## config.mk

```make
export PLATFORM = sky130hd
export DESIGN_NAME = readout_ctrl
export DESIGN_NICKNAME = d
export VERILOG_FILES = /design/src/common/tdc_pkg.sv /design/src/readout_ctrl.sv
export SDC_FILE = /design/constraint.sdc
export NUM_CORES = 1
export LEC_CHECK = 0
export BUFFER_PORTS_ARGS = -buffer_cell sky130_fd_sc_hd__buf_2
export CAP_MARGIN = 40
export CORE_AREA = 2 2 39 41
export DETAILED_ROUTE_END_ITERATION = 10
export DIE_AREA = 0 0 41 43
export SLEW_MARGIN = 25
export SYNTH_ARGS = -nofsm -noshare
export SYNTH_HDL_FRONTEND = slang
export SYNTH_SLANG_ARGS = --single-unit
```

## constraint.sdc

```tcl
create_clock -name clkWizard -period 2.05 [get_ports clkWizard]
set_input_delay 0 -clock clkWizard [delete_from_list [all_inputs] [get_ports clkWizard]]
set_output_delay 0 -clock clkWizard [all_outputs]
set_load 0.02 [all_outputs]
```

## src/common/tdc_pkg.sv

```systemverilog
package tdc_pkg;

    // --------------------
    // widths
    // --------------------
    localparam int WORD_W         = 32;
    localparam int BYTE_W         = 8;
    localparam int BYTES_PER_WORD = 4;

    // coarse time stamp, one clkWizard tick per lsb
    typedef logic [WORD_W-1:0] stamp_t;

    // stamper to fifo, valid is a single-cycle strobe
    typedef struct packed {
        logic   valid;
        stamp_t stamp;
    } hit_event_t;

    // fifo flags, overflow is sticky until reset
    typedef struct packed {
        logic full;
        logic empty;
        logic overflow;
    } fifo_status_t;

    // --------------------
    // state encodings
    // --------------------
    typedef enum logic [1:0] {
        ST_WAIT  = 2'd0,
        ST_WRITE = 2'd1,
        ST_READ  = 2'd2
    } ctrl_state_e;

    typedef enum logic [1:0] {
        TX_IDLE  = 2'd0,
        TX_START = 2'd1,
        TX_DATA  = 2'd2,
        TX_STOP  = 2'd3
    } tx_state_e;

endpackage

```

## src/readout_ctrl.sv

```systemverilog
`timescale 1ns/1ns

module readout_ctrl (
    input  logic clkWizard,
    input  logic finish_mem_reset,
    input  logic start_write,
    input  logic start_read,
    output logic write_enable,
    output logic read_enable,
    output logic led_write_stage,
    output logic led_read_stage
);

    tdc_pkg::ctrl_state_e state_q;
    tdc_pkg::ctrl_state_e state_d;

    // --------------------
    // next state
    // --------------------
    always_comb begin
        state_d = state_q;
        case (state_q)
            tdc_pkg::ST_WAIT: begin
                // write button wins if both pressed
                if (start_write) begin
                    state_d = tdc_pkg::ST_WRITE;
                end else if (start_read) begin
                    state_d = tdc_pkg::ST_READ;
                end
            end
            tdc_pkg::ST_WRITE: begin
                if (start_read) begin
                    state_d = tdc_pkg::ST_READ;
                end
            end
            tdc_pkg::ST_READ: begin
                // write button only parks the board
                if (start_write) begin
                    state_d = tdc_pkg::ST_WAIT;
                end
            end
            default: begin
                state_d = tdc_pkg::ST_WAIT;
            end
        endcase
    end

    // --------------------
    // state and enables
    // --------------------
    always_ff @(posedge clkWizard) begin
        if (finish_mem_reset) begin
            state_q      <= tdc_pkg::ST_WAIT;
            write_enable <= 1'b0;
            read_enable  <= 1'b0;
        end else begin
            state_q      <= state_d;
            // decoded from next state so enables line up with state_q
            write_enable <= (state_d == tdc_pkg::ST_WRITE);
            read_enable  <= (state_d == tdc_pkg::ST_READ);
        end
    end

    // stage leds mirror the enables
    assign led_write_stage = write_enable;
    assign led_read_stage  = read_enable;

    // writing never overlaps reading nor follows it directly
    a_enables_exclusive : assert property (
        @(posedge clkWizard) disable iff (finish_mem_reset)
        !(write_enable && (read_enable || $past(read_enable)))
    );

endmodule

```

Word-level counts from Yosys, hierarchy flattened:

Cells that the tools add are included.

* eq/ne operators: 4
* mux-type cells: 4
* reductions and logical operators: 1

Operators by type and width (number)
* 2-to-1 mux 2 bit: 3
* case mux 2 bit (3 select lines): 1
* equality test 2 x 1 -> 1 bit, second input constant: 2
* equality test 2 bit, second input constant: 2
* zero test 2 bit: 1

* flip-flop bits (word level): 4
* bits of input ports: 4
* output and inout port bits: 4
* logic and storage cells: 12

Depth between registers and ports, before layout:

* depth after elaboration: 4
* depth in mapped cells: 2
* gate-level depth less buffers: 2

Worst setup path before layout:

Ideal clock, no wire load.

* path type: reg2reg
* start point: register state_q[0]
* end point: register read_enable, in the netlist led_read_stage
* setup time: 114 ps
* arrival time: 695 ps
* required time: 1936 ps
* setup slack: 1240 ps
* cell stages (with the launch flop): 3
* buffers on the path: 0
* period minus slack after synthesis: 810 ps
* cells stage by stage: dfxtp_1 nor2b_1 a2111oi_0

* word-level cells in the longest chain between the ends: 4
* elaborated cells on any way between the ends: 8
* classes of those cells: eq/ne: 3; mux: 4; reduce/logical: 1

Ends and longest elaborated chain
* from (decl): RTL line readout_ctrl.sv:14 `tdc_pkg::ctrl_state_e state_q;`
* from (signal assigned): RTL line readout_ctrl.sv:53 `state_q <= tdc_pkg::ST_WAIT;`
* from (signal assigned): RTL line readout_ctrl.sv:57 `state_q <= state_d;`
* 2-to-1 mux 2 bit: RTL line readout_ctrl.sv:27, readout_ctrl.sv:32
* 2-to-1 mux 2 bit: RTL line readout_ctrl.sv:25 `if (start_write) begin`
* case mux 2 bit (3 select lines) *: RTL line readout_ctrl.sv:22 `case (state_q)`
* equality test 2 bit *: RTL line readout_ctrl.sv:60 `read_enable <= (state_d == tdc_pkg::ST_READ);`
* to (signal assigned): RTL line readout_ctrl.sv:60
* to (decl): RTL line readout_ctrl.sv:9 `output logic read_enable,`

Every way passes the cells marked *; elsewhere a longest branch is shown, timed or not.
A chain may end at the register's enable or synchronous reset.

Worst setup path after layout:

* start point: register state_q[0]
* end point: register state_q[1]

* word-level cells in the longest chain between the ends: 2
* elaborated cells on any way between the ends: 4
* classes of those cells: eq/ne: 2; mux: 1; reduce/logical: 1

Ends and longest elaborated chain (RTL line)
* equality test 2 bit, or another cell as far along: readout_ctrl.sv:22
* case mux 2 bit (3 select lines) *: readout_ctrl.sv:22

Marks and branches as above.

==> flow_summary_export.csv <==
group,metric,value,unit
run_status,outcome,"finished, final reports clean",
die,die_y,43,µm
cts,cts_buffer_depth,2,
drt,drtIter0Drc,0,
drt,vias,149,
setup_path,path_max_fanout,6,
drt,via_per_inst,3.82,
hold_path,holdCritStartpoint,"start_write",
setup_path,slowest_delay,390,ps
timing,drv_slew,0,
setup_path,reg2regPathDepth,2,
drt,drc,0,
drt,wl_per_cell,7.92,µm
setup_path,cp_num_buf_inv,0,
setup_path,r2r_setup_slack,1140,ps
hold_path,hold_path_depth,3,
die,rows,14,
flow_run,cap_violations,0,
logic_synthesis,syn_area,144,µm²
timing,fmax,1.10,GHz
grt,grt-ovfl-total,0,
setup_path,cp_top_family,"flip-flops",
die,die_x,41,µm
logic_synthesis,synth-seq-cells,4,
setup_path,crit-reg2reg-launch,"state_q[0]$_SDFF_PP0_",
placement,portBuffers,7,
die,io_pins,8,
die,start_util,10.4,%
drt,routed_wirelength,309,µm
final_layout,nets,29,
setup_path,cp.required,2170,ps
cts,cts.sinks,4,
die,core_area,1380,µm²
final_layout,regArea,80.1,µm²
timing,timing.final.crit_period,911,ps
timing,relSlewSlack,77.3,%
power_and_ir_drop,power_density,950,nW/µm²
die,dieArea,1760,µm²
grt,grt_start_max_net_pins,7,
cts,cts_buffers,3,
placement,place.gp.congestion,0.448,
grt,track_usage,5.41,%
final_layout,fillers,159,
timing,hold_viol,0,
cts,cts-root-buf,"clkbuf_4",
power_and_ir_drop,ir_drop,0.0859,mV
drt,final_antenna_net_count,0,
cts,path_clk_slew,40,ps
power_and_ir_drop,p_leak,0.0000958,µW
timing,setup_viol,0,
cts,cts_tree,"yes",
final_layout,final_cell_mix,"buf_2, a2111oi_0, dfxtp_1",
grt,grt_pass1_wl,538,µm
grt,met1_usage,2.88,%
timing,fin_setup_tns,0,ps
grt,top_usage_layer,"met4",
logic_synthesis,syn-instance-count,13,
hold_path,min_to,"state_q[0]$_SDFF_PP0_",
setup_path,path_class,"reg -> reg",
setup_path,start_kind,"register",
setup_path,crit_chain,"nor2b_1 -> a2111oi_0",
grt,use_met3,3.14,%
final_layout,diodes,0,
logic_synthesis,syn_avg_cell_area,11.1,µm²
final_layout,finish.utilization,16.4,%
drt,first_pass_iters,1,
logic_synthesis,yosys_warnings,0,
grt,antenna_found_initial,0,
cts,htree_levels,1,
timing,min_period_over_period,44.4,%
setup_path,timing.rr.end,"state_q[1]$_SDFF_PP0_",
timing,worst_pin_slew,332,ps
grt,grt_pass1_vias,150,
setup_path,slowest_stage,"dfxtp_1",
timing,rsz0062_at_grt,"no",
timing,finClkSkew,2.86,ps
final_layout,multi_input_area,48.8,µm²
final_layout,layout-drive-gt1-share,43.5,%
setup_path,critPathCaptureType,"register",
cts,post_cts_buffers,0,
hold_path,hold_path.class,"in -> reg",
logic_synthesis,ys_seq_area_share,55.7,%
logic_synthesis,synth_nets,17,
final_layout,area.growth.synth_to_final,57.4,%
grt,grtUsageMet2,7.50,%
logic_synthesis,ys_types,5,
final_layout,mostFrequentLayoutCell,"buf_2",
cts,clk_latency,240,ps
setup_path,worstPathArrival,1030,ps
-- stage by stage --
step	setup slack, ps	hold slack [ps]	cells	total power, µW	area, µm²
finish	1140	123	39	215	226
global route	912	160	39	231	226
CTS	1120	116	39	222	226
detailed placement	1160	231	34	115	184
global placement	1150	222	34	115	184
floorplan	1240	91.5	13	108	144
-- kinds of logic after synthesis --
logic type | after synthesis | share of synthesized area, %
flops | 4 | 55.7
buf+inv | 2 | 10.4
simple gates | 3 | 9.57
compound gates | 4 | 24.3
-- power breakdown --
part,switching [µW],total [µW],internal [µW]
combinational,15.4,27.3,11.9
clock,33.0,98.5,65.5
sequential,4.65,89.3,84.7
total,53.0,215,162
-- what timing repair did --
action / in CTS / in global routing
gates resized for setup: 0 / 0
endpoints found under the hold margin: 4 / 0
hold buffers: 2 / 0
-- registers in the layout, indices dropped and copies added (netlist names) --
signal           flops
state_q              2
led_write_stage      1
led_read_stage       1
-- worst min-delay path: stages --
cell	delay, ps
buf_2	100
nor2_1	120
a2111oi_0	70
-- per-layer routing --
layer / routed length [µm] / vias up
li1: - / 69
met1: 104 / 68
met2: 142 / 10
met3: 44 / 2
met4: 18 / 0
met5: 0 / -
-- Yosys cell counts --
cell type  n  area [µm²]
a2111oi_0  4        35.0
buf_4      2        15.0
nor2b_1    1        6.26
dfxtp_1    4        80.1
nor2_1     2        7.51
-- layout make-up --
class	instances	share of cell area [%]
clock buffer	3	9.94
multi-input combinational	7	21.5
sequential	4	35.4
tap	16	8.84
timing repair buffer	9	24.3
-- worst max path at each step --
stage	start	endpoint	slack [ps]	cells past startpoint
2_1_floorplan	state_q[0]$_SDFF_PP0_	led_read_stage$_SDFF_PP0_	1240	2
3_3_place_gp	state_q[0]$_SDFF_PP0_	state_q[1]$_SDFF_PP0_	1150	2
3_5_place_dp	state_q[0]$_SDFF_PP0_	led_read_stage$_SDFF_PP0_	1160	2
4_1_cts	state_q[0]$_SDFF_PP0_	state_q[1]$_SDFF_PP0_	1120	2
5_1_grt	state_q[0]$_SDFF_PP0_	led_write_stage$_SDFF_PP0_	910	2
6_report	state_q[0]$_SDFF_PP0_	state_q[1]$_SDFF_PP0_	1140	2
Power figures use the tool's default switching activity.
