[config.mk]
export PLATFORM = sky130hd
export DESIGN_NAME = uart_tx
export DESIGN_NICKNAME = d
export VERILOG_FILES = /design/src/common/tdc_pkg.sv /design/src/uart/uart_tx.sv
export SDC_FILE = /design/constraint.sdc
export NUM_CORES = 1
export LEC_CHECK = 0
export ABC_AREA = 1
export BUFFER_PORTS_ARGS = -buffer_cell sky130_fd_sc_hd__buf_2
export CAP_MARGIN = 20
export CORE_ASPECT_RATIO = 0.6
export CORE_MARGIN = 10
export CORE_UTILIZATION = 45
export CTS_BUF_LIST = sky130_fd_sc_hd__clkbuf_8 sky130_fd_sc_hd__clkbuf_16
export DETAILED_ROUTE_END_ITERATION = 8
export PLACE_DENSITY = 0.61
export SYNTH_ARGS = -nofsm -noshare
export SYNTH_HDL_FRONTEND = slang
export SYNTH_SLANG_ARGS = --single-unit
[constraint.sdc]
create_clock -name clkWizard -period 2.4 [get_ports clkWizard]
set_clock_uncertainty 0.1 [all_clocks]
set_input_delay 0.36 -clock clkWizard [delete_from_list [all_inputs] [get_ports clkWizard]]
set_output_delay 0.36 -clock clkWizard [all_outputs]
set_load 0.005 [all_outputs]
[src/common/tdc_pkg.sv]
package tdc_pkg;

    // --------------------
    // widths
    // --------------------
    localparam int WORD_W         = 32;
    localparam int BYTE_W         = 8;
    localparam int BYTES_PER_WORD = 4;

    // coarse time stamp, one clkWizard tick per lsb
    typedef logic [WORD_W-1:0] stamp_t;

    // stamper to fifo, valid is a single-cycle strobe
    typedef struct packed {
        logic   valid;
        stamp_t stamp;
    } hit_event_t;

    // fifo flags, overflow is sticky until reset
    typedef struct packed {
        logic full;
        logic empty;
        logic overflow;
    } fifo_status_t;

    // --------------------
    // state encodings
    // --------------------
    typedef enum logic [1:0] {
        ST_WAIT  = 2'd0,
        ST_WRITE = 2'd1,
        ST_READ  = 2'd2
    } ctrl_state_e;

    typedef enum logic [1:0] {
        TX_IDLE  = 2'd0,
        TX_START = 2'd1,
        TX_DATA  = 2'd2,
        TX_STOP  = 2'd3
    } tx_state_e;

endpackage

[src/uart/uart_tx.sv]
`timescale 1ns/1ns

module uart_tx #(
    parameter int CLKS_PER_BIT = 64
) (
    input  logic                       clkWizard,
    input  logic                       finish_mem_reset,
    input  logic                       tx_start,
    input  logic [tdc_pkg::BYTE_W-1:0] tx_byte,
    output logic                       busy,
    output logic                       tx
);

    localparam int DIV_W = (CLKS_PER_BIT > 1) ? $clog2(CLKS_PER_BIT) : 1;
    localparam int BIT_W = $clog2(tdc_pkg::BYTE_W);

    tdc_pkg::tx_state_e          state_q;
    logic [DIV_W-1:0]            div_cnt;
    logic [BIT_W-1:0]            bit_idx;
    logic [tdc_pkg::BYTE_W-1:0]  shift_q;
    logic                        bit_done;

    // end of the current bit period
    assign bit_done = (div_cnt == DIV_W'(CLKS_PER_BIT - 1));

    // --------------------
    // 8N1 state machine
    // --------------------
    always_ff @(posedge clkWizard) begin
        if (finish_mem_reset) begin
            state_q <= tdc_pkg::TX_IDLE;
            div_cnt <= '0;
            bit_idx <= '0;
            busy    <= 1'b0;
            tx      <= 1'b1;
        end else begin
            // divider only runs inside a frame
            if (state_q == tdc_pkg::TX_IDLE || bit_done) begin
                div_cnt <= '0;
            end else begin
                div_cnt <= div_cnt + DIV_W'(1);
            end
            case (state_q)
                tdc_pkg::TX_IDLE: begin
                    if (tx_start) begin
                        state_q <= tdc_pkg::TX_START;
                        busy    <= 1'b1;
                        tx      <= 1'b0;
                    end
                end
                tdc_pkg::TX_START: begin
                    if (bit_done) begin
                        state_q <= tdc_pkg::TX_DATA;
                        bit_idx <= '0;
                        tx      <= shift_q[0];
                    end
                end
                tdc_pkg::TX_DATA: begin
                    if (bit_done) begin
                        if (bit_idx == BIT_W'(tdc_pkg::BYTE_W - 1)) begin
                            state_q <= tdc_pkg::TX_STOP;
                            tx      <= 1'b1;
                        end else begin
                            bit_idx <= bit_idx + BIT_W'(1);
                            tx      <= shift_q[1];
                        end
                    end
                end
                tdc_pkg::TX_STOP: begin
                    // busy falls at end of stop bit
                    if (bit_done) begin
                        state_q <= tdc_pkg::TX_IDLE;
                        busy    <= 1'b0;
                    end
                end
                default: begin
                    state_q <= tdc_pkg::TX_IDLE;
                end
            endcase
        end
    end

    // shifter, loaded on start, lsb goes out first
    always_ff @(posedge clkWizard) begin
        if (state_q == tdc_pkg::TX_IDLE && tx_start) begin
            shift_q <= tx_byte;
        end else if (state_q == tdc_pkg::TX_DATA && bit_done) begin
            shift_q <= {1'b0, shift_q[tdc_pkg::BYTE_W-1:1]};
        end
    end

endmodule

Word level (Yosys, flattened, before mapping)
Index checks and enable logic that the tools add are counted.
{"block": "word_totals", "regBits": 21, "latch_bits": 0, "mem_bits_rw": 0, "rom_bits": 0, "in_bits": 11, "output_inout_bits": 2, "memories": 0}
{"block": "op_classes", "addsub": 2, "n_mul": 0, "n_div": 0, "order_cmp": 0, "n_eq_ne": 11, "shifts": 0, "n_mux": 20, "bitwise_logic": 0, "reduce_logical": 13}
{"cell": "$mux W8", "count": 2}
{"cell": "$ne A2 B2 Y1 const B", "count": 6}
{"cell": "$mux W2", "count": 5}
{"cell": "$mux W3", "count": 3}
{"cell": "$pmux W2 S4", "count": 1}
{"cell": "$reduce_and A4 Y1", "count": 2}
{"cell": "$add A6 B1 Y6 const B", "count": 1}
{"cell": "$eq A6 B6 Y1 const B", "count": 1}
{"cell": "$mux W1", "count": 6}
{"cell": "$pmux W3 S2", "count": 1}
{"cell": "$reduce_bool A2 Y1", "count": 3}
{"cell": "$reduce_and A5 Y1", "count": 1}
{"cell": "$eq A2 B2 Y1 const B", "count": 2}
{"cell": "$add A3 B1 Y3 const B", "count": 1}
{"cell": "$eq A3 B3 Y1 const B", "count": 1}
{"cell": "$pmux W1 S3", "count": 1}
{"cell": "$reduce_and A3 Y1", "count": 1}
{"cell": "$reduce_bool A3 Y1", "count": 1}
{"cell": "$eq A2 B1 Y1 const B", "count": 1}
{"cell": "$logic_and A1 B1 Y1", "count": 2}
{"cell": "$logic_not A2 Y1", "count": 1}
{"cell": "$pmux W1 S2", "count": 1}
{"cell": "$reduce_or A2 Y1", "count": 1}
{"cell": "$logic_or A1 B1 Y1", "count": 1}

Longest topological paths before layout
{"block": "depth", "word_depth": 4, "depth_mapped": 9, "ltp_nobuf": 9}

Worst setup path before layout
Ideal clock, no wire load.
{"block": "synth_path", "path_kind": "register -> register", "from": "reg div_cnt[0]", "to": "reg shift_q[0] (netlist name) (enable)", "setup_ps": 384, "arrival_ps": 1434, "required_ps": 1916, "setup_slack_ps": 482, "path_stages_with_launch": 6, "path_buffers": 0, "period_less_slack_ps": 1918, "path_cell_list": "dfxtp_1 ha_1 nand2_1 nor2_4 nand2_4 o21ai_0"}
{"block": "synth_via", "elab_chain_cells": 3}
{"element": "start: declaration", "line": "uart_tx.sv:18", "rtl": "logic [DIV_W-1:0] div_cnt;"}
{"element": "start signal: assignment", "line": "uart_tx.sv:41", "rtl": "div_cnt <= div_cnt + DIV_W'(1);"}
{"element": "$eq A6 B6 Y1", "line": "uart_tx.sv:24", "rtl": "assign bit_done = (div_cnt == DIV_W'(CLKS_PER_BIT - 1));"}
{"element": "$logic_and A1 B1 Y1", "line": "uart_tx.sv:87", "rtl": "end else if (state_q == tdc_pkg::TX_DATA && bit_done) begin"}
{"element": "$reduce_bool A2 Y1 (no source line)"}
{"element": "end signal: assignment", "line": "uart_tx.sv:86", "rtl": "shift_q <= tx_byte;"}
{"element": "end signal: assignment", "line": "uart_tx.sv:88", "rtl": "shift_q <= {1'b0, shift_q[tdc_pkg::BYTE_W-1:1]};"}
{"element": "end: declaration", "line": "uart_tx.sv:20", "rtl": "logic [tdc_pkg::BYTE_W-1:0] shift_q;"}
No other way between the ends.
A chain may end at the register's enable or synchronous reset.

Final worst setup path
{"block": "layout_path", "from": "reg state_q[0]", "to": "reg shift_q[5] (netlist name) (enable)"}
{"block": "layout_via", "elab_chain_cells": 3, "word_cells_on_any_way": 5}
{"element": "start: declaration", "line": "uart_tx.sv:17", "rtl": "tdc_pkg::tx_state_e state_q;"}
{"element": "start signal: assignment", "line": "uart_tx.sv:31", "rtl": "state_q <= tdc_pkg::TX_IDLE;"}
{"element": "start signal: assignment", "line": "uart_tx.sv:46", "rtl": "state_q <= tdc_pkg::TX_START;"}
{"element": "start signal: assignment", "line": "uart_tx.sv:53", "rtl": "state_q <= tdc_pkg::TX_DATA;"}
{"element": "$eq A2 B2 Y1 or $logic_not A2 Y1 (tied branches)", "line": "uart_tx.sv:87, uart_tx.sv:85"}
{"element": "$logic_and A1 B1 Y1, on equally long branches", "line": "uart_tx.sv:87, uart_tx.sv:85"}
{"element": "$reduce_bool A2 Y1 (no source line) (*)"}
Mark *: on every way between the ends. The rest lies on a longest branch, timed or not.

==> results.sh <==
export IMPL_cts_resized=0
export IMPL_cpPeakStageDelay_ns=0.40
export IMPL_internal_power_mw=0.744
export IMPL_cts_sinks=21
export IMPL_drc=0
export IMPL_clkPwrFrac_pct=20.1
export IMPL_maxSlewViolCount=0
export IMPL_slew_headroom_pct=76.6
export IMPL_viasPerCell=4.78
export IMPL_cts_hold_buf=0
export IMPL_hold_violations=0
export IMPL_vias=836
export IMPL_rsz0062_at_grt="no"
export IMPL_start_kind="register"
export IMPL_ant_nets=0
export IMPL_syn_area_per_cell_um2=8.10
export IMPL_synth_top_area_cell="dfxtp_1"
export IMPL_placed_cells=170
export IMPL_m1WireLength_mm=1.02
export IMPL_hold_slack_ns=0.204
export IMPL_synthSimpleGateAreaFrac_pct=28.7
export IMPL_nFillCells=216
export IMPL_p_comb_share_pct=34.4
export IMPL_clkTransAtPathRegs_ns=0.08
export IMPL_hold_path_class="input port to register"
export IMPL_p_per_area_nw_per_um2=978
export IMPL_drive_gt1_share_pct=17.2
export IMPL_power_leakage_nw=0.565
export IMPL_fin_tns_setup_ns=0
export IMPL_yosys_warnings=0
export IMPL_synthToLayoutAreaGrowth_pct=13.8
export IMPL_synthMuxAreaShare_pct=0
export IMPL_r2r_start="state_q[0]"
export IMPL_synth_area_leaders="dfxtp_1, edfxtp_1, nand2_1"
export IMPL_met2_length_um=811
export IMPL_rows=13
export IMPL_grt_pass1_vias=774
export IMPL_io_buffer_count=12
export IMPL_min_period_ns=1.86
export IMPL_start_util_pct=47.9
export IMPL_grt_pass1_wl_mm=3.42
export IMPL_switching_share_pct=36.0
export IMPL_netlist_area_um2=1040
export IMPL_grt_max_degree=13
export IMPL_clock_fmax_mhz=537
export IMPL_met3_length_um=138
export IMPL_grt_total_usage_pct=9.31
export IMPL_antenna_found_initial=0
export IMPL_synth_adder_area_share_pct=8.38
export IMPL_tritoncts="yes"
export IMPL_cts_made_buffers=3
export IMPL_yosysSeqAreaShare_pct=47.9
export IMPL_path_class="register to register"
export IMPL_synthXorXnorAreaFrac_pct=0.838
export IMPL_worstSetupStartpoint="state_q[0]"
export IMPL_design_area_um2=1190
export IMPL_root_buffer="clkbuf_8"
export IMPL_cts_max_path_buffers=2
export IMPL_gp_congestion=0.756
export IMPL_synth_top_area_share_pct=24.9
export IMPL_synth_distinct_cells=21
export IMPL_synth_nets=147
export IMPL_final_util_pct=54.5
export IMPL_dr_pass1_iters=4
export IMPL_die_h_um=57.3
export IMPL_syn_instance_count=129
export IMPL_synth_compound_area_share_pct=7.54
export IMPL_synth_seq_cells=21
export IMPL_end_kind="register"
export IMPL_dieArea_um2=4710
export IMPL_top_level_ports=13
export IMPL_routed_wl_mm=2.00
export IMPL_grt_overflow=0
export IMPL_topRoutingLayerUsed="met4"
export IMPL_drv_cap=0
export IMPL_routedWlPerCell_um=11.4
export IMPL_arrival_ns=1.78
export IMPL_pwr_share_seq_pct=45.5
export IMPL_drt_iter0_drc=39
export IMPL_die_x_um=82.2
export IMPL_cp_slowest_cell="dfxtp_1"
export IMPL_outcome="completed"
export IMPL_worstMarginPinSlew_ns=0.350
export IMPL_antenna_cells=0
export IMPL_setup_violations=0
export IMPL_fin_nets=164
export IMPL_cp_max_fo=11
export IMPL_ir_worst_vdd_v=0.000449
export IMPL_p_switching_mw=0.419
export IMPL_clock_latency_ns=0.27
export IMPL_synth_top_family_by_area="simple AND/OR/NAND/NOR gates"
export IMPL_core_area_um2=2180
export IMPL_place_area_um2=1140
export IMPL_min_from="finish_mem_reset"
export IMPL_post_cts_buffers=0
export IMPL_crit_chain="inv_1 > ha_1 > nand2_1 > o21ai_0 > buf_2"
export IMPL_fin_crit_sh_pct=77.7
export IMPL_final_cell_count_no_fill=175
export IMPL_crit_required_ns=2.32
export IMPL_dp_hpwl_mm=1.54
export IMPL_cts_htree_levels=1
[power groups by stage]
stage          Clock [mW]  Combinational, mW  Sequential (mW)
2_1_floorplan           0              0.301            0.526
5_1_grt             0.259              0.466            0.536
6_report            0.234              0.400            0.529
3_5_place_dp            0              0.397            0.537
4_1_cts             0.241              0.400            0.529
3_3_place_gp            0              0.388            0.532
[sequential cells by signal, summed over array words and instances, names as in the netlist]
register,count
busy,1
bit_idx,3
tx,1
state_q,2
shift_q,8
div_cnt,6
[metrics by stage]
| stage | worst slack, ns | total power [mW] |
|---|---|---|
| after global routing | 0.437 | 1.26 |
| after CTS | 0.171 | 1.17 |
| final | 0.536 | 1.16 |
| after floorplan | 0.482 | 0.828 |
| after detailed placement | 0.182 | 0.934 |
| after global placement | 0.229 | 0.920 |
[cell usage after synthesis]
master,count
inv_1,14
dfxtp_1,13
edfxtp_1,8
nor3_1,1
nand2_1,43
ha_1,7
buf_2,1
nor2_4,1
a21oi_1,8
or2_4,1
nand4_1,4
o211ai_1,2
o21ai_0,3
xnor2_1,1
nor2_1,9
nand3_1,6
o21ai_2,1
nand2_4,1
nand2_2,1
nor3b_1,1
inv_2,3
[routing by layer]
layer,up-vias,GRT usage (%)
met2,19,12.8
met4,0,2.90
met1,364,12.4
met3,4,4.53
met5,-,0
li1,449,-
[final cells by class]
class / instances / area, um2 / share of cell area (%)
clock buffers: 3 / 41.3 / 3.47
well taps: 30 / 37.5 / 3.16
repair buffers: 13 / 65.1 / 5.47
multi-input cells: 90 / 475 / 40.0
flip-flops and latches: 21 / 500 / 42.1
clock inverters: 1 / 5.00 / 0.421
inverters: 17 / 63.8 / 5.37
[cell families (layout without fill, tap and decap cells)]
group | after synthesis | count (layout)
compound gates | 14 | 14
flops | 21 | 21
buf+inv | 18 | 34
xor+xnor | 1 | 1
simple gates | 68 | 68
fa+ha+maj | 7 | 7
[worst paths after layout]
kind              cells after the start          to  slack (ns)
setup / recovery                      5  shift_q[5]        0.54
hold / removal                        2  bit_idx[2]        0.20
setup reg to reg                      5  shift_q[5]        0.54
hold reg to reg                       1  div_cnt[0]        0.37
[cell usage in the layout (no fill, tap or decap)]
cell type   n
nand2_1    43
inv_1      14
dfxtp_1    13
buf_2      13
nor2_1      9
a21oi_1     8
edfxtp_1    8
ha_1        7
nand3_1     6
nand4_1     4
o21ai_0     3
inv_2       3
clkbuf_8    3
o211ai_1    2
nor2_4      1
nand2_4     1
nor3b_1     1
or2_4       1
o21ai_2     1
nand2_2     1
nor3_1      1
xnor2_1     1
clkinv_2    1
[worst max-delay path: cells and delay by family (launching register included)]
family / cells / cell delay, ns
flip-flops: 1 / 0.40
buffers and inverters: 2 / 0.32
AND/OR/NAND/NOR: 1 / 0.30
adder cells (fa/ha/maj): 1 / 0.26
AO/OA/AOI/OAI: 1 / 0.24
Note: power is estimated with default switching activity, not from simulation.
