===== config.mk =====
export PLATFORM = sky130hd
export DESIGN_NAME = hit_timestamper
export DESIGN_NICKNAME = d
export VERILOG_FILES = /design/src/common/tdc_pkg.sv /design/src/tdc/hit_timestamper.sv
export SDC_FILE = /design/constraint.sdc
export NUM_CORES = 1
export LEC_CHECK = 0
export ABC_AREA = 1
export ABC_CLOCK_PERIOD_IN_PS = 3350
export BUFFER_PORTS_ARGS = -buffer_cell sky130_fd_sc_hd__buf_2
export CAP_MARGIN = 20
export CORE_ASPECT_RATIO = 1.75
export CORE_MARGIN = 2
export CORE_UTILIZATION = 61
export CTS_CLUSTER_SIZE = 30
export DETAILED_ROUTE_END_ITERATION = 8
export MAX_ROUTING_LAYER = met4
export PLACE_DENSITY = 0.94
export SYNTH_ARGS = -nofsm -noshare
export SYNTH_HDL_FRONTEND = slang
export SYNTH_SLANG_ARGS = --single-unit

===== constraint.sdc =====
create_clock -name clkWizard -period 3.35 [get_ports clkWizard]
set_clock_uncertainty 0.05 [all_clocks]
set_input_delay 0.1675 -clock clkWizard [delete_from_list [all_inputs] [get_ports clkWizard]]
set_output_delay 0.1675 -clock clkWizard [all_outputs]
set_load 0.02 [all_outputs]

===== src/common/tdc_pkg.sv =====
package tdc_pkg;

    // --------------------
    // widths
    // --------------------
    localparam int WORD_W         = 32;
    localparam int BYTE_W         = 8;
    localparam int BYTES_PER_WORD = 4;

    // coarse time stamp, one clkWizard tick per lsb
    typedef logic [WORD_W-1:0] stamp_t;

    // stamper to fifo, valid is a single-cycle strobe
    typedef struct packed {
        logic   valid;
        stamp_t stamp;
    } hit_event_t;

    // fifo flags, overflow is sticky until reset
    typedef struct packed {
        logic full;
        logic empty;
        logic overflow;
    } fifo_status_t;

    // --------------------
    // state encodings
    // --------------------
    typedef enum logic [1:0] {
        ST_WAIT  = 2'd0,
        ST_WRITE = 2'd1,
        ST_READ  = 2'd2
    } ctrl_state_e;

    typedef enum logic [1:0] {
        TX_IDLE  = 2'd0,
        TX_START = 2'd1,
        TX_DATA  = 2'd2,
        TX_STOP  = 2'd3
    } tx_state_e;

endpackage


===== src/tdc/hit_timestamper.sv =====
`timescale 1ns/1ns

module hit_timestamper (
    input  logic                clkWizard,
    input  logic                finish_mem_reset,
    input  logic                hit,
    input  logic                write_enable,
    output tdc_pkg::hit_event_t hit_evt
);

    // --------------------
    // hit synchronizer
    // --------------------
    logic hit_meta;
    logic hit_sync;
    logic hit_sync_d;
    logic rise_q;

    // coarse counter and event payload
    tdc_pkg::stamp_t coarse_cnt;
    tdc_pkg::stamp_t evt_stamp;
    logic            evt_valid;

    always_ff @(posedge clkWizard) begin
        if (finish_mem_reset) begin
            hit_meta   <= 1'b0;
            hit_sync   <= 1'b0;
            hit_sync_d <= 1'b0;
            rise_q     <= 1'b0;
        end else begin
            // edge 0 samples hit, edge 1 second flop
            hit_meta   <= hit;
            hit_sync   <= hit_meta;
            // edge 2 registers the rising edge
            hit_sync_d <= hit_sync;
            rise_q     <= hit_sync & ~hit_sync_d;
        end
    end

    // free running, wraps silently
    always_ff @(posedge clkWizard) begin
        if (finish_mem_reset) begin
            coarse_cnt <= '0;
        end else begin
            coarse_cnt <= coarse_cnt + tdc_pkg::WORD_W'(1);
        end
    end

    // --------------------
    // event register
    // --------------------
    // edge 3 strobes valid, fifo writes on edge 4
    always_ff @(posedge clkWizard) begin
        if (finish_mem_reset) begin
            evt_valid <= 1'b0;
        end else begin
            // edges outside the writing state are dropped here
            evt_valid <= rise_q & write_enable;
        end
    end

    always_ff @(posedge clkWizard) begin
        if (rise_q) begin
            evt_stamp <= coarse_cnt;
        end
    end

    assign hit_evt = '{valid: evt_valid, stamp: evt_stamp};

endmodule


After elaboration in Yosys (flattened, before gate mapping). Index checks and enable logic that the tools add are counted.

Register bits after elaboration: 69. Bits of input ports: 4. Output and inout port bits: 33. Word-level logic and storage cells: 11.

$add $sub $neg: 1. Bitwise gates (word level): 3.

Operators with widths (number): 32-bit by 1-bit adder with 32-bit output, second input constant (1); 1-bit bitwise AND (2); 1-bit inverter (1).

Longest topological paths before layout. Gate-level depths: netlist of the first run.

Depth after elaboration: 2. Gate-level depth with buffers: 8. Gate-level depth less buffers: 8.

Least setup slack after synthesis of the first run. Ideal clock, no wire load.

Path type: register to register. From: reg rise_q. To: reg evt_stamp[0], enable pin. Library setup time: 392 ps. Arrival time: 983 ps. Data required time: 2908 ps. Slack: 1925 ps. Cell stages (with the launch flop): 1. Path buffers: 0. Period minus slack after synthesis: 1425 ps. Cell sequence: dfxtp_1.

RTL lines: start: declaration (RTL line hit_timestamper.sv:17) `logic rise_q;`; start signal: assignment (RTL line hit_timestamper.sv:36) `rise_q <= hit_sync & ~hit_sync_d;`; end signal: assignment (RTL line hit_timestamper.sv:64) `evt_stamp <= coarse_cnt;`; end: declaration (RTL line hit_timestamper.sv:21) `tdc_pkg::stamp_t evt_stamp;`.

No word-level cell between the ends.

Worst setup path in the final report of the first run.
From: reg coarse_cnt[0]. To: reg coarse_cnt[10].

Word-level cells in the longest chain between the ends: 1.

RTL lines: start: declaration (RTL line hit_timestamper.sv:20) `tdc_pkg::stamp_t coarse_cnt;`; start signal: assignment (RTL line hit_timestamper.sv:45) `coarse_cnt <= coarse_cnt + tdc_pkg::WORD_W'(1);`; 32-bit by 1-bit adder with 32-bit output (RTL line hit_timestamper.sv:45).

No other way between the ends. A chain may end at the register's enable or synchronous reset.

==> flow_summary.yaml, run 1 <==
clock_tree:
  cts_buffers: 9
  clk_latency_ns: 0.34
  cts_tree: "yes"
  post-cts-setup-buffers: 0
  h-tree-depth: 3
  cts_buffer_depth: 2
  cts.repair.resized: 0
  clkSinkCount: 69
  clk_pin_slew_ns: 0.06
  cts.root.buffer_cell: "clkbuf_8"
  cts_hold_buf: 2
critical_path:
  arrival_ns: 1.65
  r2r-end: "coarse_cnt[10]"
  critPathMaxFanout: 5
  slowest_stage: "dfxtp_1"
  crit_type: "reg -> reg"
  setup.worst_path.end_class: "flip-flop"
  r2r_slack_ns: 1.87
  cp-start-kind: "flip-flop"
  r2r_start: "coarse_cnt[0]"
  ff2ff_path_depth: 7
  path_cells: "ha_1 -> nand2_2 -> nor2_4 -> nand2_4 -> nor2_4 -> xor2_1 -> nor2_1"
  path_common_cell: "nor2_4"
  worstPathRequired_ns: 3.52
  critPathMaxStageDelay_ns: 0.38
cells_and_area:
  final_cell_area_mm2: 0.00327
  multi_input_area_mm2: 0.00100
  fin_util_pct: 74.2
  n_fill_cell: 333
  instances_no_fill: 400
  diodes: 0
  layout-drive-gt1-share_pct: 22.9
  syn_to_final_growth_pct: 16.4
  seq_area_mm2: 0.00170
  fin_nets: 349
route:
  routedWlPerCell_um: 14.3
  wl_met3_um: 254
  antenna_left: 0
  wl_met1_um: 2070
  topRoutingLayerUsed: "met4"
  drt-initial-drc-count: 59
  routed_wl_um: 5700
  vias: 2113
  met2RoutedLength_um: 3100
  routed_via_density: 5.28
  drcViolationCount: 0
  firstDrtPassIters: 4
logic_synthesis:
  syn_area_per_cell_um2: 9.39
  synthDominantCellAreaShare_pct: 34.2
  ys_types: 24
  synth_area_mm2: 0.00281
  ys_ff_latch: 69
  synth.most_common_cell: "nand2_1"
  synthFlopType: "dfxtp_1"
  synth_nets: 304
  yosysWarnings: 0
  async_reset_ff_share_pct: 0
  synth_cells: 299
  synthTopCellsByArea: "edfxtp_1 34%, dfxtp_1 26%, nand2_1 8.6%, nor2_1 8.2%, a21oi_1 3.9%"
  synth_edf_count: 32
  synthTopCellsByCount: "64 x nand2_1, 61 x nor2_1, 37 x dfxtp_1"
  yosys.area.top_type: "edfxtp_1"
  ys_seq_area_share_pct: 60.6
grt:
  grt_max_degree: 24
  antenna_found_initial: 0
  grt_use_total_pct: 25.0
  grt_pass1_vias: 2129
  grt_overflow: 0
  grt_pass1_wl_um: 9430
floorplan:
  start_util_pct: 63.8
  rows: 32
  die_h_um: 93.8
  die_area_mm2: 0.00518
  pin_count: 37
  die_x_um: 55.3
  core_area_mm2: 0.00440
min_path:
  hold_depth: 2
  min_to: "coarse_cnt[0]"
  hold_start: "finish_mem_reset"
  worstHoldPathType: "in -> reg"
placement:
  placed_cells_incl_taps: 382
  place.gp.congestion: 0.898
  dpl_cell_area_mm2: 0.00304
  port_buffers: 36
  dp_hpwl_um: 4170
power_and_ir_drop:
  clock_power_share_pct: 42.8
  seqPwrFrac_pct: 54.8
  power_frac_comb_pct: 2.5
  p_switching_uw: 325
  peakVddDrop_mv: 0.395
  intPower_uw: 1310
  power_leakage_uw: 0.00128
  switching_share_pct: 19.9
  power.density_mw_per_mm2: 499
timing:
  drv_slew: 0
  rsz0062_at_grt: "false"
  layout_min_cycle_time_ns: 1.48
  maxSlewHeadroom_pct: 56.3
  tightest_slew_ns: 0.655
  tns_ns: 0
  hold_violations: 0
  fin_crit_sh_pct: 44.1
  setup_violations: 0
  max_freq_mhz: 676
flow_run:
  drv_cap: 0
outcome:
  status: "complete, no violations"
[placed cells by master, fill, tap and decap left out, drive strengths merged, types with 3 or more instances in the layout]
cell type  instances
and2               3
o21ai              4
a21oi             22
edfxtp            32
nand3             15
dfxtp             37
clkbuf            12
clkinv             3
inv               21
nand2             75
buf               37
xor2               3
nor2              76
[per-layer routing]
layer  up-vias  global-route usage (%)
met3        25                    6.89
met2        63                    43.8
met4         0                    18.5
met1       966                    22.5
met5         -                       -
li1       1059                       -
[final cells by class]
type	instances	share of cell area [%]
Sequential cell	69	52.1
Tap cell	51	1.95
Clock buffer	12	5.09
Clock inverter	4	1.38
Timing Repair Buffer	39	6.36
Inverter	21	2.41
Multi-Input combinational cell	204	30.7
[worst max-delay path by stage]
| stage | from | to | slack (ns) | cells past startpoint |
|---|---|---|---|---|
| 6_report | coarse_cnt[0] | coarse_cnt[10] | 1.87 | 7 |
| 5_1_grt | coarse_cnt[18] | coarse_cnt[27] | 1.74 | 7 |
| 4_1_cts | coarse_cnt[0] | coarse_cnt[10] | 1.88 | 7 |
| 3_5_place_dp | coarse_cnt[0] | coarse_cnt[10] | 1.90 | 7 |
| 3_3_place_gp | coarse_cnt[0] | coarse_cnt[10] | 1.96 | 7 |
| 2_1_floorplan | rise_q | evt_stamp[0] | 1.93 | 0 |
[sequential cells by signal (all words and copies together) (netlist names)]
signal,flops
coarse_cnt,32
evt_stamp,32
evt_valid,1
hit_meta,1
hit_sync,1
hit_sync_d,1
rise_q,1
[stage by stage]
step	hold slack (ns)	power, µW	setup slack [ns]
4_1_cts	0.122	1640	1.88
3_5_place_dp	0.334	950	1.90
3_3_place_gp	0.318	947	1.96
5_1_grt	0.135	1680	1.74
6_report	0.129	1630	1.87
2_1_floorplan	0.224	938	1.93
[power groups by stage]
stage               registers [µW]  logic [µW]  clock network (µW)
floorplan                      919        19.1                   0
global placement               911        36.8                   0
detailed placement             911        38.6                   0
CTS                            893        40.5                 705
global route                   893        44.1                 745
finish                         893        40.1                 697
[kinds of logic (layout without fill, tap and decap cells)]
| kind of cell | Yosys count | in the layout | share of synthesized area [%] |
|---|---|---|---|
| AO/OA/AOI/OAI | 28 | 28 | 5.17 |
| buffers and inverters | 26 | 76 | 3.65 |
| flip-flops | 69 | 69 | 60.6 |
| AND/OR/NAND/NOR | 172 | 172 | 29.2 |
| XOR/XNOR | 3 | 3 | 0.936 |
| adder cells (fa/ha/maj) | 1 | 1 | 0.446 |
[worst max-delay path: cells and delay by family (launching register included)]
family        cells  cell delay, ns
flops             1            0.38
simple gates      5            0.56
fa+ha+maj         1            0.20
xor+xnor          1            0.17
No activity file was read; power rests on OpenSTA's default activity.
==> inputs of run 2 (changes only) <==
--- a/config.mk
+++ b/config.mk
@@ -6,16 +6,16 @@
 export NUM_CORES = 1
 export LEC_CHECK = 0
 export ABC_AREA = 1
-export ABC_CLOCK_PERIOD_IN_PS = 3350
+export ABC_CLOCK_PERIOD_IN_PS = 1490
 export BUFFER_PORTS_ARGS = -buffer_cell sky130_fd_sc_hd__buf_2
 export CAP_MARGIN = 20
 export CORE_ASPECT_RATIO = 1.75
 export CORE_MARGIN = 2
-export CORE_UTILIZATION = 61
+export CORE_UTILIZATION = 56
 export CTS_CLUSTER_SIZE = 30
 export DETAILED_ROUTE_END_ITERATION = 8
 export MAX_ROUTING_LAYER = met4
-export PLACE_DENSITY = 0.94
+export PLACE_DENSITY = 0.88
 export SYNTH_ARGS = -nofsm -noshare
 export SYNTH_HDL_FRONTEND = slang
 export SYNTH_SLANG_ARGS = --single-unit
==> constraint.sdc (replaced) <==
create_clock -name clkWizard -period 1.49 [get_ports clkWizard]
set_clock_uncertainty 0.05 [all_clocks]
set_input_delay 0.0745 -clock clkWizard [delete_from_list [all_inputs] [get_ports clkWizard]]
set_output_delay 0.0745 -clock clkWizard [all_outputs]
set_load 0.02 [all_outputs]
==> run 2 against run 1 <==
Die area grew 8.4%. Combinational power grew to 2.6 times the previous value. Sequential power is 130% higher. Critical endpoint unchanged. Routed wire length down 4.7%. First-iteration DRC count is 39% lower. Register-to-register slack worse by 1.8 ns. Cell count is 2.8% higher. Count of clock-buffer cells in the layout grew 2. Critical path depth unchanged.
==> flow_summary.yaml, run 2 (synthesis gave the netlist of run 1 again) <==
clock_tree:
  cts_tree: "yes"
  clk_latency_ns: 0.35
  h-tree-depth: 3
  clk_pin_slew_ns: 0.07
  cts_buffer_depth: 2
  clkSinkCount: 69
  cts_buffers: 9
  cts.root.buffer_cell: "clkbuf_8"
timing:
  tightest_slew_ns: 0.327
  layout_min_cycle_time_ns: 1.44
  max_freq_mhz: 695
  drv_slew: 0
  setup_violations: 0
  fin_crit_sh_pct: 96.6
  hold_violations: 0
  maxSlewHeadroom_pct: 78.2
  rsz0062_at_grt: "true"
route:
  firstDrtPassIters: 4
  routed_wl_um: 5430
  routedWlPerCell_um: 13.2
  drcViolationCount: 0
  vias: 2103
  antenna_left: 0
  drt-initial-drc-count: 36
  routed_via_density: 5.12
cells_and_area:
  fin_nets: 357
  mostFrequentLayoutCell: "nand2_1"
  reg_top3: "coarse_cnt (32), evt_stamp (32)"
  diodes: 0
  layout-drive-gt1-share_pct: 26.3
  syn_to_final_growth_pct: 18.4
  mostFrequentLayoutCells: "64 x nand2_1, 59 x nor2_1, 36 x buf_2"
  instances_no_fill: 411
floorplan:
  die_area_mm2: 0.00562
  core_area_mm2: 0.00489
  die_h_um: 97.7
  rows: 34
  start_util_pct: 57.4
  pin_count: 37
  die_x_um: 57.5
critical_path:
  setup.worst_path.end_class: "flip-flop"
  worstPathRequired_ns: 1.67
  cp-start-kind: "flip-flop"
  critPathMaxFanout: 5
  arrival_ns: 1.62
  crit_type: "reg -> reg"
grt:
  grt_use_total_pct: 21.2
  grt_overflow: 0
  grt_pass1_vias: 1959
  antenna_found_initial: 0
  grt_pass1_wl_um: 8590
  grt_max_degree: 27
placement:
  port_buffers: 36
  dp_hpwl_um: 3950
  place.gp.congestion: 0.961
  placed_cells_incl_taps: 391
power_and_ir_drop:
  power_leakage_uw: 0.00132
  power_uw: 3440
  peakVddDrop_mv: 0.940
  power.density_mw_per_mm2: 1030
flow_run:
  drv_cap: 0
outcome:
  status: "complete, no violations"
min_path:
  worstHoldPathType: "in -> reg"
run 2: cell types whose count changed in the layout (fill, tap and decap cells not counted), sizes merged:
cell,previous run,this run
bufinv,1,0
buf,37,45
clkinv,3,2
clkbuf,12,14
run 2: routing by layer:
metal / up-vias / part of all wire, % / global-route usage [%]
li1: 1076 / - / -
met1: 949 / 36 / 19.4
met2: 55 / 56 / 36.5
met3: 23 / 3.8 / 7.06
met4: 0 / 4.0 / 12.9
met5: - / 0 / -
run 2: where the power goes:
group,switching [µW],internal [µW],total (µW),leakage [µW]
clock network,637,691,1330,0.0000905
logic,65.0,40.3,105,0.000624
registers,13.6,1990,2010,0.000606
total,716,2720,3440,0.00132
run 2: area by class of cell:
class / count / area (µm²)
repair buffers: 47 / 268
fillers: 366 / 1570
inverters: 21 / 78.8
clock inverters: 2 / 10.0
clock buffers: 14 / 163
well taps: 54 / 67.6
flip-flops and latches: 69 / 1710
multi-input cells: 204 / 1030
run 2: final timing paths:
path | to | slack, ns | start | cells after the start
max | coarse_cnt[10] | 0.05 | coarse_cnt[1] | 7
min | coarse_cnt[26] | 0.04 | finish_mem_reset | 4
max reg2reg | coarse_cnt[10] | 0.05 | coarse_cnt[1] | 7
min reg2reg | rise_q | 0.35 | hit_sync_d | 1
run 2: through the flow:
| step | util [%] | area [µm²] | TNS [ns] | worst slack [ns] | hold WS [ns] |
|---|---|---|---|---|---|
| after floorplan | - | 2810 | 0 | 0.0653 | 0.131 |
| after global placement | 63.0 | 3080 | 0 | 0.119 | 0.226 |
| after detailed placement | 63.0 | 3080 | 0 | 0.0494 | 0.241 |
| after CTS | 67.0 | 3280 | 0 | 0.0250 | 0.0452 |
| after global routing | 68.0 | 3330 | -0.0366 | -0.0290 | 0.0679 |
| final | 68.0 | 3330 | 0 | 0.0502 | 0.0440 |
run 2: worst max-delay path: stages, from the launching register on:
cell and delay, ns:
dfxtp_4 0.37, ha_4 0.15, nand2_4 0.06, nor2_4 0.17, nand2_4 0.12, nor2_4 0.17, xor2_1 0.17, nor2_1 0.06
run 2: what timing repair did:
action / CTS / global route
hold endpoints to repair: 2 / 0
setup endpoints to repair: 0 / 16
hold buffers: 2 / 0
setup buffers: 0 / 2
resized for setup: 0 / 12
==> inputs of run 3 (changes only) <==
--- a/config.mk
+++ b/config.mk
@@ -6,16 +6,16 @@
 export NUM_CORES = 1
 export LEC_CHECK = 0
 export ABC_AREA = 1
-export ABC_CLOCK_PERIOD_IN_PS = 1490
+export ABC_CLOCK_PERIOD_IN_PS = 1250
 export BUFFER_PORTS_ARGS = -buffer_cell sky130_fd_sc_hd__buf_2
 export CAP_MARGIN = 20
 export CORE_ASPECT_RATIO = 1.75
 export CORE_MARGIN = 2
-export CORE_UTILIZATION = 56
+export CORE_UTILIZATION = 51
 export CTS_CLUSTER_SIZE = 30
 export DETAILED_ROUTE_END_ITERATION = 8
 export MAX_ROUTING_LAYER = met4
-export PLACE_DENSITY = 0.88
+export PLACE_DENSITY = 0.85
 export SYNTH_ARGS = -nofsm -noshare
 export SYNTH_HDL_FRONTEND = slang
 export SYNTH_SLANG_ARGS = --single-unit
==> constraint.sdc (replaced) <==
create_clock -name clkWizard -period 1.25 [get_ports clkWizard]
set_clock_uncertainty 0.05 [all_clocks]
set_input_delay 0.0625 -clock clkWizard [delete_from_list [all_inputs] [get_ports clkWizard]]
set_output_delay 0.0625 -clock clkWizard [all_outputs]
set_load 0.02 [all_outputs]
==> run 3 against run 2 <==
The run now ends with negative setup slack left. Global-route usage increased by 1.3 points. Via count increased by 8.6%. Clock power increased by 47%. Cell area increased by 13%. First-iteration DRC count increased by 50%. Worst setup slack got worse by 0.20 ns. Register-to-register slack got worse by 0.20 ns. Combinational power increased by 48%. Critical path depth increased by 1. Critical endpoint is now coarse_cnt[19].
==> flow_summary.yaml, run 3 (synthesis gave the netlist of run 1 again) <==
power_and_ir_drop:
  power_leakage_uw: 0.00155
  power.density_mw_per_mm2: 1190
  peakVddDrop_mv: 1.03
route:
  vias: 2283
  firstDrtPassIters: 4
  routedWlPerCell_um: 12.9
  antenna_left: 0
  routed_wl_um: 5960
  routed_via_density: 4.93
  drcViolationCount: 0
  drt-initial-drc-count: 54
clock_tree:
  clk_latency_ns: 0.35
  cts_tree: "yes"
  h-tree-depth: 3
  clkSinkCount: 69
  cts_buffer_depth: 2
  clk_pin_slew_ns: 0.08
  cts.root.buffer_cell: "clkbuf_8"
  cts_buffers: 9
timing:
  max_freq_mhz: 716
  hold_slack_ns: 0.0626
  rsz0062_at_grt: "true"
  maxSlewHeadroom_pct: 75.6
  hold_violations: 0
  setup_violations: 26
  finalWorstSetupSlack_ns: -0.146
  drv_slew: 0
  tightest_slew_ns: 0.366
  layout_min_cycle_time_ns: 1.40
  fin_crit_sh_pct: 112
grt:
  antenna_found_initial: 0
  grt_max_degree: 34
  grt_pass1_vias: 2179
  grt_overflow: 0
  grt_use_total_pct: 22.5
  grt_pass1_wl_um: 9470
placement:
  placed_cells_incl_taps: 439
  place.gp.congestion: 0.903
  port_buffers: 36
  dp_hpwl_um: 4270
cells_and_area:
  mostFrequentLayoutCells: "61 x nand2_1, 51 x nor2_1, 37 x buf_4"
  diodes: 0
  syn_to_final_growth_pct: 34.2
  fin_nets: 389
  layout-drive-gt1-share_pct: 40.4
  fin_util_pct: 71.1
  reg_top3: "coarse_cnt (32), evt_stamp (32)"
  instances_no_fill: 463
  mostFrequentLayoutCell: "nand2_1"
critical_path:
  critPathMaxFanout: 8
  cp-start-kind: "flip-flop"
  worstPathRequired_ns: 1.43
  crit_type: "reg -> reg"
  arrival_ns: 1.57
  setup.worst_path.end_class: "flip-flop"
floorplan:
  die_h_um: 102
  rows: 35
  die_x_um: 60.1
  die_area_mm2: 0.00614
  start_util_pct: 53.0
  core_area_mm2: 0.00530
  pin_count: 37
flow_run:
  drv_cap: 0
outcome:
  status: "complete, but fails checks"
  violations: "negative setup slack"
min_path:
  worstHoldPathType: "in -> reg"
==> run 3: cell count changes in the layout (fill, tap and decap cells not counted), sizes merged <==
| cell | previous run | this run |
|---|---|---|
| buf | 45 | 77 |
| clkbuf | 14 | 11 |
| clkinv | 2 | 3 |
| bufinv | 0 | 2 |
==> run 3: worst paths after layout <==
kind                                        from             end  slack, ns  cells after the start
worst max-delay path               coarse_cnt[1]  coarse_cnt[19]      -0.15                      8
worst min-delay path            finish_mem_reset   coarse_cnt[0]       0.06                      3
worst max register to register     coarse_cnt[1]  coarse_cnt[19]      -0.15                      8
worst min register to register        hit_sync_d          rise_q       0.33                      1
==> run 3: repair_timing <==
item,4_1_cts,5_1_grt
setup endpoints to repair,25,27
pin swaps,12,12
hold buffers,2,0
setup buffers,2,4
gates resized for setup,12,31
hold endpoints to repair,2,0
==> run 3: final cells by class <==
cell class / count / area [µm²]
clock buffers: 11 / 141
clock inverters: 5 / 75.1
fillers: 348 / 1530
inverters: 21 / 78.8
multi-input cells: 204 / 1130
flip-flops and latches: 69 / 1720
well taps: 74 / 92.6
repair buffers: 79 / 532
==> run 3: layer usage <==
layer | track usage [%] | vias up | routed length (µm)
met1 | 19.9 | 1079 | 2070
met3 | 6.58 | 25 | 184
li1 | - | 1132 | -
met4 | 15.4 | 0 | 255
met2 | 39.1 | 47 | 3450
met5 | - | - | 0
==> run 3: worst max-delay path, cell delays in order, from the launching register on <==
cell and delay (ns):
dfxtp_2 0.36, buf_6 0.11, nand2_4 0.05, nor2_4 0.17, nand2_4 0.14, nor2_8 0.20, nand3_2 0.09, nand2_1 0.07
nor2_1 0.04
==> run 3: report_power, final <==
part	switching (µW)	internal [µW]
registers	15.6	2380
clock network	783	1170
logic	87.0	68.1
total	886	3610
==> run 3: metrics by stage <==
step,setup WS (ns),power (µW),TNS (ns),instance area (µm²)
3_3_place_gp,-0.0841,2570,-0.560,3350
5_1_grt,-0.224,4640,-4.05,3770
3_5_place_dp,-0.152,2580,-1.80,3350
4_1_cts,-0.115,4510,-1.78,3650
6_report,-0.146,4500,-2.24,3770
2_1_floorplan,-0.0668,2520,-0.148,2830
